<file path="config.mk">
export PLATFORM = sky130hd
export DESIGN_NAME = portalControl
export DESIGN_NICKNAME = d
export VERILOG_FILES = /design/src/portalCfgPkg.sv /design/src/portalBusPkg.sv /design/src/cfgIf.sv /design/src/portalRegs.sv /design/src/msgRateLimiter.sv /design/src/errorGuard.sv /design/src/portalControl.sv
export SDC_FILE = /design/constraint.sdc
export NUM_CORES = 1
export LEC_CHECK = 0
export BUFFER_PORTS_ARGS = -buffer_cell sky130_fd_sc_hd__buf_2
export CAP_MARGIN = 15
export CORE_ASPECT_RATIO = 1.4
export CORE_UTILIZATION = 49
export CTS_BUF_LIST = sky130_fd_sc_hd__clkbuf_4 sky130_fd_sc_hd__clkbuf_8 sky130_fd_sc_hd__clkbuf_16
export CTS_CLUSTER_SIZE = 14
export DETAILED_ROUTE_END_ITERATION = 7
export PLACE_DENSITY = 0.86
export SYNTH_ARGS = -nofsm -noshare
export SYNTH_HDL_FRONTEND = slang
export SYNTH_SLANG_ARGS = --single-unit
export TNS_END_PERCENT = 1
</file>
<file path="constraint.sdc">
create_clock -name CLK50 -period 2.8 [get_ports CLK50]
set_clock_uncertainty 0.2 [all_clocks]
set_input_delay 0.14 -clock CLK50 [delete_from_list [all_inputs] [get_ports CLK50]]
set_output_delay 0.14 -clock CLK50 [all_outputs]
set_load 0.005 [all_outputs]
</file>
<file path="src/portalCfgPkg.sv">
package portalCfgPkg;

	// configuration register addresses on the portal config bus
	typedef enum logic [5:0]
	{
		cfgErrCtl  = 6'h38,
		cfgMsgRate = 6'h39,
		cfgPriv    = 6'h3B,
		cfgPso     = 6'h3C
	} cfgAddrT;

	typedef logic [31:0] cfgDataT;
	typedef logic [15:0] taskIdT;
	typedef logic [1:0]  cplT;
	typedef logic [23:0] psoT;
	typedef logic [31:0] portalStateT;

	// register 38h fields
	localparam int soeBit = 21;
	localparam int erBit = 20;
	localparam int errWordMsb = 15;

	// register 39h fields
	localparam int countBaseMsb = 23;
	localparam int countBaseLsb = 16;
	localparam int timerBaseMsb = 15;
	localparam int timerBaseLsb = 0;

	// register 3Bh fields
	localparam int cplMsb = 19;
	localparam int cplLsb = 18;
	localparam int taskIdMsb = 15;
	localparam int taskIdLsb = 0;

endpackage

</file>
<file path="src/portalBusPkg.sv">
package portalBusPkg;

	// message budget and refill timer
	typedef logic [7:0]  msgCountT;
	typedef logic [15:0] msgTimerT;

	// clock cycles per tick
	localparam int tickPeriod = 16;
	localparam int tickCountWidth = $clog2(tickPeriod);

	typedef logic [tickCountWidth-1:0] tickCountT;

	// last divider value before the tick fires
	localparam tickCountT tickLast = tickCountT'(tickPeriod - 1);

	// error code as reported by the memory channel
	typedef logic [63:0] errCodeT;

endpackage

</file>
<file path="src/cfgIf.sv">
`timescale 1ns/10ps

interface cfgIf
	import portalCfgPkg::*;
();

	logic cfgStb;
	logic cfgRst;
	cfgAddrT cfgAddr;
	cfgDataT cfgData;

	// driven by the context controller side
	modport source
	(
		output cfgStb,
		output cfgRst,
		output cfgAddr,
		output cfgData
	);

	modport sink
	(
		input cfgStb,
		input cfgRst,
		input cfgAddr,
		input cfgData
	);

endinterface

</file>
<file path="src/portalRegs.sv">
`timescale 1ns/10ps

module portalRegs
	import portalCfgPkg::*;
	import portalBusPkg::*;
(
	input logic CLK50,
	input logic RST,
	cfgIf.sink cfg,
	input logic portalReady,
	input logic portalActivation,
	input taskIdT csrTaskId,
	input cplT csrCpl,
	input psoT cpsr,
	output msgCountT countBase,
	output msgTimerT timerBase,
	output logic cfgRst,
	output logic soeFlag,
	output logic erFlag,
	output taskIdT taskId,
	output cplT cpl,
	output psoT pso,
	output portalStateT portalState
);

	logic wrErrCtl;
	logic wrMsgRate;
	logic wrPriv;
	logic wrPso;
	logic activate;
	logic [errWordMsb:0] errCtlWord;

	// write decode
	assign wrErrCtl = cfg.cfgStb && (cfg.cfgAddr == cfgErrCtl);
	assign wrMsgRate = cfg.cfgStb && (cfg.cfgAddr == cfgMsgRate);
	assign wrPriv = cfg.cfgStb && (cfg.cfgAddr == cfgPriv);
	assign wrPso = cfg.cfgStb && (cfg.cfgAddr == cfgPso);
	assign activate = portalReady && portalActivation;

	// message settings clear strobe goes on to the limiter
	assign cfgRst = cfg.cfgRst;

	// ====================
	// register 38h and 39h
	always_ff @(posedge CLK50)
	begin
		if (!RST)
		begin
			soeFlag <= 1'b0;
			erFlag <= 1'b1;
			errCtlWord <= '0;
		end
		else if (wrErrCtl)
		begin
			soeFlag <= cfg.cfgData[soeBit];
			erFlag <= cfg.cfgData[erBit];
			errCtlWord <= cfg.cfgData[errWordMsb:0];
		end
	end

	always_ff @(posedge CLK50)
	begin
		if (!RST || cfg.cfgRst)
		begin
			countBase <= '0;
			timerBase <= '0;
		end
		else if (wrMsgRate)
		begin
			countBase <= cfg.cfgData[countBaseMsb:countBaseLsb];
			timerBase <= cfg.cfgData[timerBaseMsb:timerBaseLsb];
		end
	end

	// ====================
	// config write beats activation for the portal parameters
	always_ff @(posedge CLK50)
	begin
		if (!RST)
		begin
			cpl <= '0;
			taskId <= '0;
			pso <= '0;
		end
		else
		begin
			if (wrPriv)
			begin
				cpl <= cfg.cfgData[cplMsb:cplLsb];
				taskId <= cfg.cfgData[taskIdMsb:taskIdLsb];
			end
			else if (activate)
			begin
				cpl <= csrCpl;
				taskId <= csrTaskId;
			end
			if (wrPso)
				pso <= psoT'(cfg.cfgData);
			else if (activate)
				pso <= cpsr;
		end
	end

	// readback follows the address with or without a strobe
	always_ff @(posedge CLK50)
	begin
		if (!RST)
			portalState <= '0;
		else
		begin
			case (cfg.cfgAddr)
				cfgPso: portalState <= portalStateT'(pso);
				cfgPriv: portalState <= {12'd0, cpl, 2'd0, taskId};
				default: portalState <= portalStateT'(errCtlWord);
			endcase
		end
	end

endmodule

</file>
<file path="src/msgRateLimiter.sv">
`timescale 1ns/10ps

module msgRateLimiter
	import portalBusPkg::*;
(
	input logic CLK50,
	input logic RST,
	input logic cfgRst,
	input logic portalSMsg,
	input msgCountT countBase,
	input msgTimerT timerBase,
	output logic msgAccept,
	output logic tick
);

	tickCountT tickCnt;
	msgCountT msgCnt;
	msgTimerT msgTimer;
	logic msgEnable;
	logic timerDone;

	// ====================
	// tick divider
	always_ff @(posedge CLK50)
	begin
		if (!RST)
		begin
			tickCnt <= '0;
			tick <= 1'b0;
		end
		else
		begin
			tickCnt <= (tickCnt == tickLast) ? '0 : tickCnt + 1'b1;
			tick <= (tickCnt == tickLast);
		end
	end

	// ====================
	// budget and refill timer
	assign timerDone = (msgTimer == '0);

	// grant only while budget remains
	assign msgAccept = portalSMsg && msgEnable && (msgCnt != '0);

	always_ff @(posedge CLK50)
	begin
		if (!RST || cfgRst)
		begin
			msgCnt <= '0;
			msgTimer <= '0;
		end
		else
		begin
			if (timerDone)
				msgCnt <= countBase;
			else if (msgAccept)
				msgCnt <= msgCnt - 1'b1;

			// timer only runs once the budget has been touched
			if (timerDone)
				msgTimer <= timerBase;
			else if (tick && (msgCnt != countBase))
				msgTimer <= msgTimer - 1'b1;
		end
	end

	always_ff @(posedge CLK50)
	begin
		if (!RST)
			msgEnable <= 1'b0;
		else
			msgEnable <= (msgCnt != '0);
	end

endmodule

</file>
<file path="src/errorGuard.sv">
`timescale 1ns/10ps

module errorGuard
	import portalBusPkg::*;
(
	input logic CLK50,
	input logic RST,
	input logic soeFlag,
	input logic erFlag,
	input logic errStb,
	input logic portalRun,
	input errCodeT errCode,
	output logic errorLock,
	output logic errReport,
	output logic portalRst,
	output errCodeT errCodeOut
);

	logic stopHit;
	logic reportHit;

	assign stopHit = errStb && soeFlag;
	assign reportHit = errStb && erFlag;

	// lock holds until the context controller restarts the portal
	always_ff @(posedge CLK50)
	begin
		if (!RST)
		begin
			errorLock <= 1'b0;
			errReport <= 1'b0;
			portalRst <= 1'b1;
		end
		else
		begin
			errorLock <= (errorLock || stopHit) && !portalRun;
			errReport <= reportHit;
			portalRst <= !stopHit;
		end
	end

	always_ff @(posedge CLK50)
	begin
		if (reportHit)
			errCodeOut <= errCode;
	end

endmodule

</file>
<file path="src/portalControl.sv">
`timescale 1ns/10ps

module portalControl
	import portalCfgPkg::*;
	import portalBusPkg::*;
(
	input logic CLK50,
	input logic RST,
	// config bus
	input logic cfgStb,
	input logic cfgRst,
	input cfgAddrT cfgAddr,
	input cfgDataT cfgData,
	// activation from the core
	input logic portalReady,
	input logic portalActivation,
	input taskIdT csrTaskId,
	input cplT csrCpl,
	input psoT cpsr,
	// messages and errors
	input logic portalSMsg,
	input logic portalRun,
	input logic errStb,
	input errCodeT errCode,
	output logic msgAccept,
	output logic tick,
	output logic errorLock,
	output logic errReport,
	output errCodeT errCodeOut,
	output logic portalRst,
	// captured parameters and readback
	output taskIdT taskId,
	output cplT cpl,
	output psoT pso,
	output portalStateT portalState
);

	msgCountT countBase;
	msgTimerT timerBase;
	logic msgCfgRst;
	logic soeFlag;
	logic erFlag;

	cfgIf cfgBus ();

	assign cfgBus.cfgStb = cfgStb;
	assign cfgBus.cfgRst = cfgRst;
	assign cfgBus.cfgAddr = cfgAddr;
	assign cfgBus.cfgData = cfgData;

	portalRegs portalRegs_i
	(
		.CLK50(CLK50), .RST(RST), .cfg(cfgBus.sink),
		.portalReady(portalReady), .portalActivation(portalActivation),
		.csrTaskId(csrTaskId), .csrCpl(csrCpl), .cpsr(cpsr),
		.countBase(countBase), .timerBase(timerBase), .cfgRst(msgCfgRst),
		.soeFlag(soeFlag), .erFlag(erFlag),
		.taskId(taskId), .cpl(cpl), .pso(pso), .portalState(portalState)
	);

	msgRateLimiter msgRateLimiter_i
	(
		.CLK50(CLK50), .RST(RST), .cfgRst(msgCfgRst), .portalSMsg(portalSMsg),
		.countBase(countBase), .timerBase(timerBase),
		.msgAccept(msgAccept), .tick(tick)
	);

	errorGuard errorGuard_i
	(
		.CLK50(CLK50), .RST(RST), .soeFlag(soeFlag), .erFlag(erFlag),
		.errStb(errStb), .portalRun(portalRun), .errCode(errCode),
		.errorLock(errorLock), .errReport(errReport), .portalRst(portalRst),
		.errCodeOut(errCodeOut)
	);

endmodule

</file>
==> metrics.txt <==
status=finished, final reports clean; number of iterations in the first detailed-routing pass=8; final WL=30.05 mm; total setup buffers inserted after CTS=0; Post-Synth XOR/XNOR Area=0.01628; CP endpoint kind=register; largest family of logic cells by synthesized area=simple AND/OR/NAND/NOR gates; Layout fillers=about 930; gr ovfl total=0; initial core utilization=0.5012; vias per cell=between 5 and 6; worst-case clock buffer depth=3; fin crit period=2.586 ns; H-tree levels=1; worst rel slew slack=0.4077; flop and latch count out of synthesis=205; Worst EP required=3.03 ns; post_cts resized=0; area grow syn2layout=48.61%; RSZ-0062 raised after global routing=false; worst vdd ir=~470 µV; Reg clk slew, reported paths=0.07 ns; drc violations=0; endpoints failing hold=0; period utilisation layout=0.9235; CP max-delay cell=dlygate4sd3_1; compound-cell area share of the yosys netlist=0.1389; dpl ws=between 0.6 and 0.7 ns; first-pass GRT wire length=between 40 and 50 mm; Worst Tran Pin Value=approximately 0.9 ns; ANT nets after route=0; number of flops mapped to enable cells by yosys=64; cell family with most CP delay=buffers and inverters; Highest Clock Rate=between 300 and 400 MHz; TritonCTS clock tree=built; Critical Path Max Stage Delay=approximately 0.6 ns; ys async rst share=0; crit path kind=primary input to register; largest net degree at the start of global routing=just over 80; Power Density=approximately 580 nW/µm²; register area share after synthesis=0.5879; number of CTS-inserted buffers=19; PortBufs=around 280; initial antenna violation count=2; vias post-DR=about 8600; post-synth cell types=55; DP HPWL=about 15 mm; Core Box Area=between 15000 and 20000 µm²; Buf+Inv Stages, Crit Path=5; Worst-Skew Late Latency=about 0.48 ns; gpl congestion=0.8311; layout cells sized above 1=0.2781; multiplexer share of the synthesized area=0.02605; Worst EP arrival=2.82 ns; I/O pin cnt=about 300; HP Class=primary input to register; Rows=55; DRT iter0 DRCs=between 1000 and 1500; WL/cell=between 20 and 25 µm; ys flop type=dfxtp_1; Syn. warnings=0; cell count after synthesis=789; area fraction in and, or, nand and nor cells after synthesis=0.1809; clock sinks=roughly 200; Post-Syn Area=8070 µm²; critical path startpoint category=primary input; gr usage total=0.3437; final setup violating endpoints=0; LEAKAGE=between 4 and 5 nW; vias in the first global route=~8600; Final WS setup=0.2143 ns; final setup TNS=0 ns; CTS root buf=clkbuf_16; worst path cell trace=dlygate4sd3_1, buf_2, nand2_1, nor3_2, buf_4, nand2_1, buf_4, nor2_1, a311oi_1, dlygate4sd3_1; Mean Syn Cell Area=between 10 and 15 µm²; die area=approximately 17000 µm²; maxcap violations=0; Synth Area in Adders=0.007752; die height=approximately 150 µm; Max Fanout on Critical Path=36; count of pins over their slew limit=0; Nets=roughly 1400; Die Span X=approximately 110 µm
-- worst paths after layout --
| check | startpoint | end | slack, ns | cells after the start |
|---|---|---|---|---|
| setup / recovery | cfgAddr[0] | portalRegs_i.taskId[7] | 0.21 | 10 |
| hold / removal | cfgAddr[2] | portalRegs_i.errCtlWord[3] | 0.03 | 5 |
| setup reg to reg | msgRateLimiter_i.msgTimer[0] | msgRateLimiter_i.msgTimer[7] | 0.64 | 6 |
| hold reg to reg | portalRegs_i.timerBase[1] | portalRegs_i.timerBase[1] | 0.26 | 2 |
-- layer usage --
layer / track usage / routed length (µm)
met1: 0.3724 / 9967
met2: 0.5853 / 14450
met3: 0.09578 / 3352
met4: 0.2286 / 2281
met5: 0 / 0
-- kinds of logic (layout without fill, tap and decap cells) --
family	count (synthesis)	in the layout
mux	21	21
flops	205	205
compound gates	161	161
buf+inv	73	521
other cells	1	10
xor+xnor	15	15
fa+ha+maj	5	5
simple gates	308	308
-- placed cells by master, fill, tap and decap left out, types with 21 or more instances in the layout --
cell           instances
dfxtp_1              141
edfxtp_1              64
dlygate4sd3_1        182
nand2_1              122
a311oi_1              46
nor2_1                81
nand3_1               50
buf_2                279
a21oi_1               54
mux2i_1               21
-- worst min-delay path, stage by stage --
cell	delay (ns)
buf_2	0.11
nor4b_1	0.08
nor2b_2	0.16
mux2i_1	0.12
nor2_1	0.07
-- final cells by class --
class / count / area [µm²] / share of cell area
well taps: 199 / 249.0 / 0.02076
flip-flops and latches: 205 / 4745 / 0.3956
multi-input cells: 518 / 3024 / 0.2522
diodes: 2 / 5.005 / 0.0004173
inverters: 11 / 41.29 / 0.003443
clock inverters: 3 / 13.76 / 0.001148
repair buffers: 477 / 3338 / 0.2784
clock buffers: 30 / 576.8 / 0.04810
-- flip-flops by register name (all words and copies together) (netlist names), 8 cells and up --
| name | count |
|---|---|
| portalRegs_i.timerBase | 16 |
| portalRegs_i.portalState | 24 |
| portalRegs_i.countBase | 8 |
| portalRegs_i.errCtlWord | 16 |
| errorGuard_i.errCodeOut | 64 |
| portalRegs_i.taskId | 16 |
| portalRegs_i.pso | 24 |
| msgRateLimiter_i.msgCnt | 8 |
| msgRateLimiter_i.msgTimer | 16 |
-- power breakdown --
group          internal, mW  total, mW  leakage (nW)  switching [mW]
clock network          1.42       2.49         0.306            1.08
registers              3.20       3.29          1.77          0.0981
logic                 0.518       1.18          2.81           0.660
-- stage by stage --
step | total power, mW | cell area, µm² | util | instances | hold WS, ns
6_report | 6.965 | 11990 | 0.7448 | 1445 | 0.03217
5_1_grt | 7.191 | 11990 | 0.7448 | 1445 | 0.03690
4_1_cts | 6.887 | 11990 | 0.7444 | 1443 | 0.01669
3_5_place_dp | 4.266 | 9575 | 0.5946 | 1228 | 0.1060
3_3_place_gp | 4.233 | 9575 | 0.5946 | 1228 | 0.1025
2_1_floorplan | 3.959 | 8097 | - | 796 | 0.01679
-- cell usage after synthesis, types with 2 or more instances --
cell,instances,area [µm²]
a211oi_1,3,22.52
a211oi_2,4,50.05
a21oi_1,54,270.3
a22oi_1,19,142.6
a311oi_1,46,402.9
a31oi_1,7,43.79
and2_1,5,31.28
and3_1,9,56.30
buf_2,8,40.04
buf_4,10,75.07
buf_6,2,22.52
clkbuf_1,41,153.9
dfxtp_1,141,2823
edfxtp_1,64,1922
ha_1,5,62.56
inv_1,11,41.29
mux2i_1,21,210.2
nand2_1,122,457.9
nand2b_1,3,18.77
nand3_1,50,250.2
nand4_1,5,31.28
nand4b_1,2,17.52
nor2_1,81,304.0
nor2b_1,2,12.51
nor3_1,4,20.02
nor3b_1,2,15.01
nor4_1,3,18.77
nor4_4,2,42.54
o211ai_1,4,30.03
o21ai_0,13,65.06
o31a_1,2,17.52
o31ai_1,2,15.01
or3_1,2,12.51
or4_1,6,45.04
xnor2_1,13,113.9
xor2_1,2,17.52
-- repair_timing --
| item | in CTS | in global routing |
|---|---|---|
| hold endpoints to repair | 170 | 0 |
| hold buffers | 182 | 0 |
| setup endpoints to repair | 0 | 0 |
(Power assumes the default switching activity.)
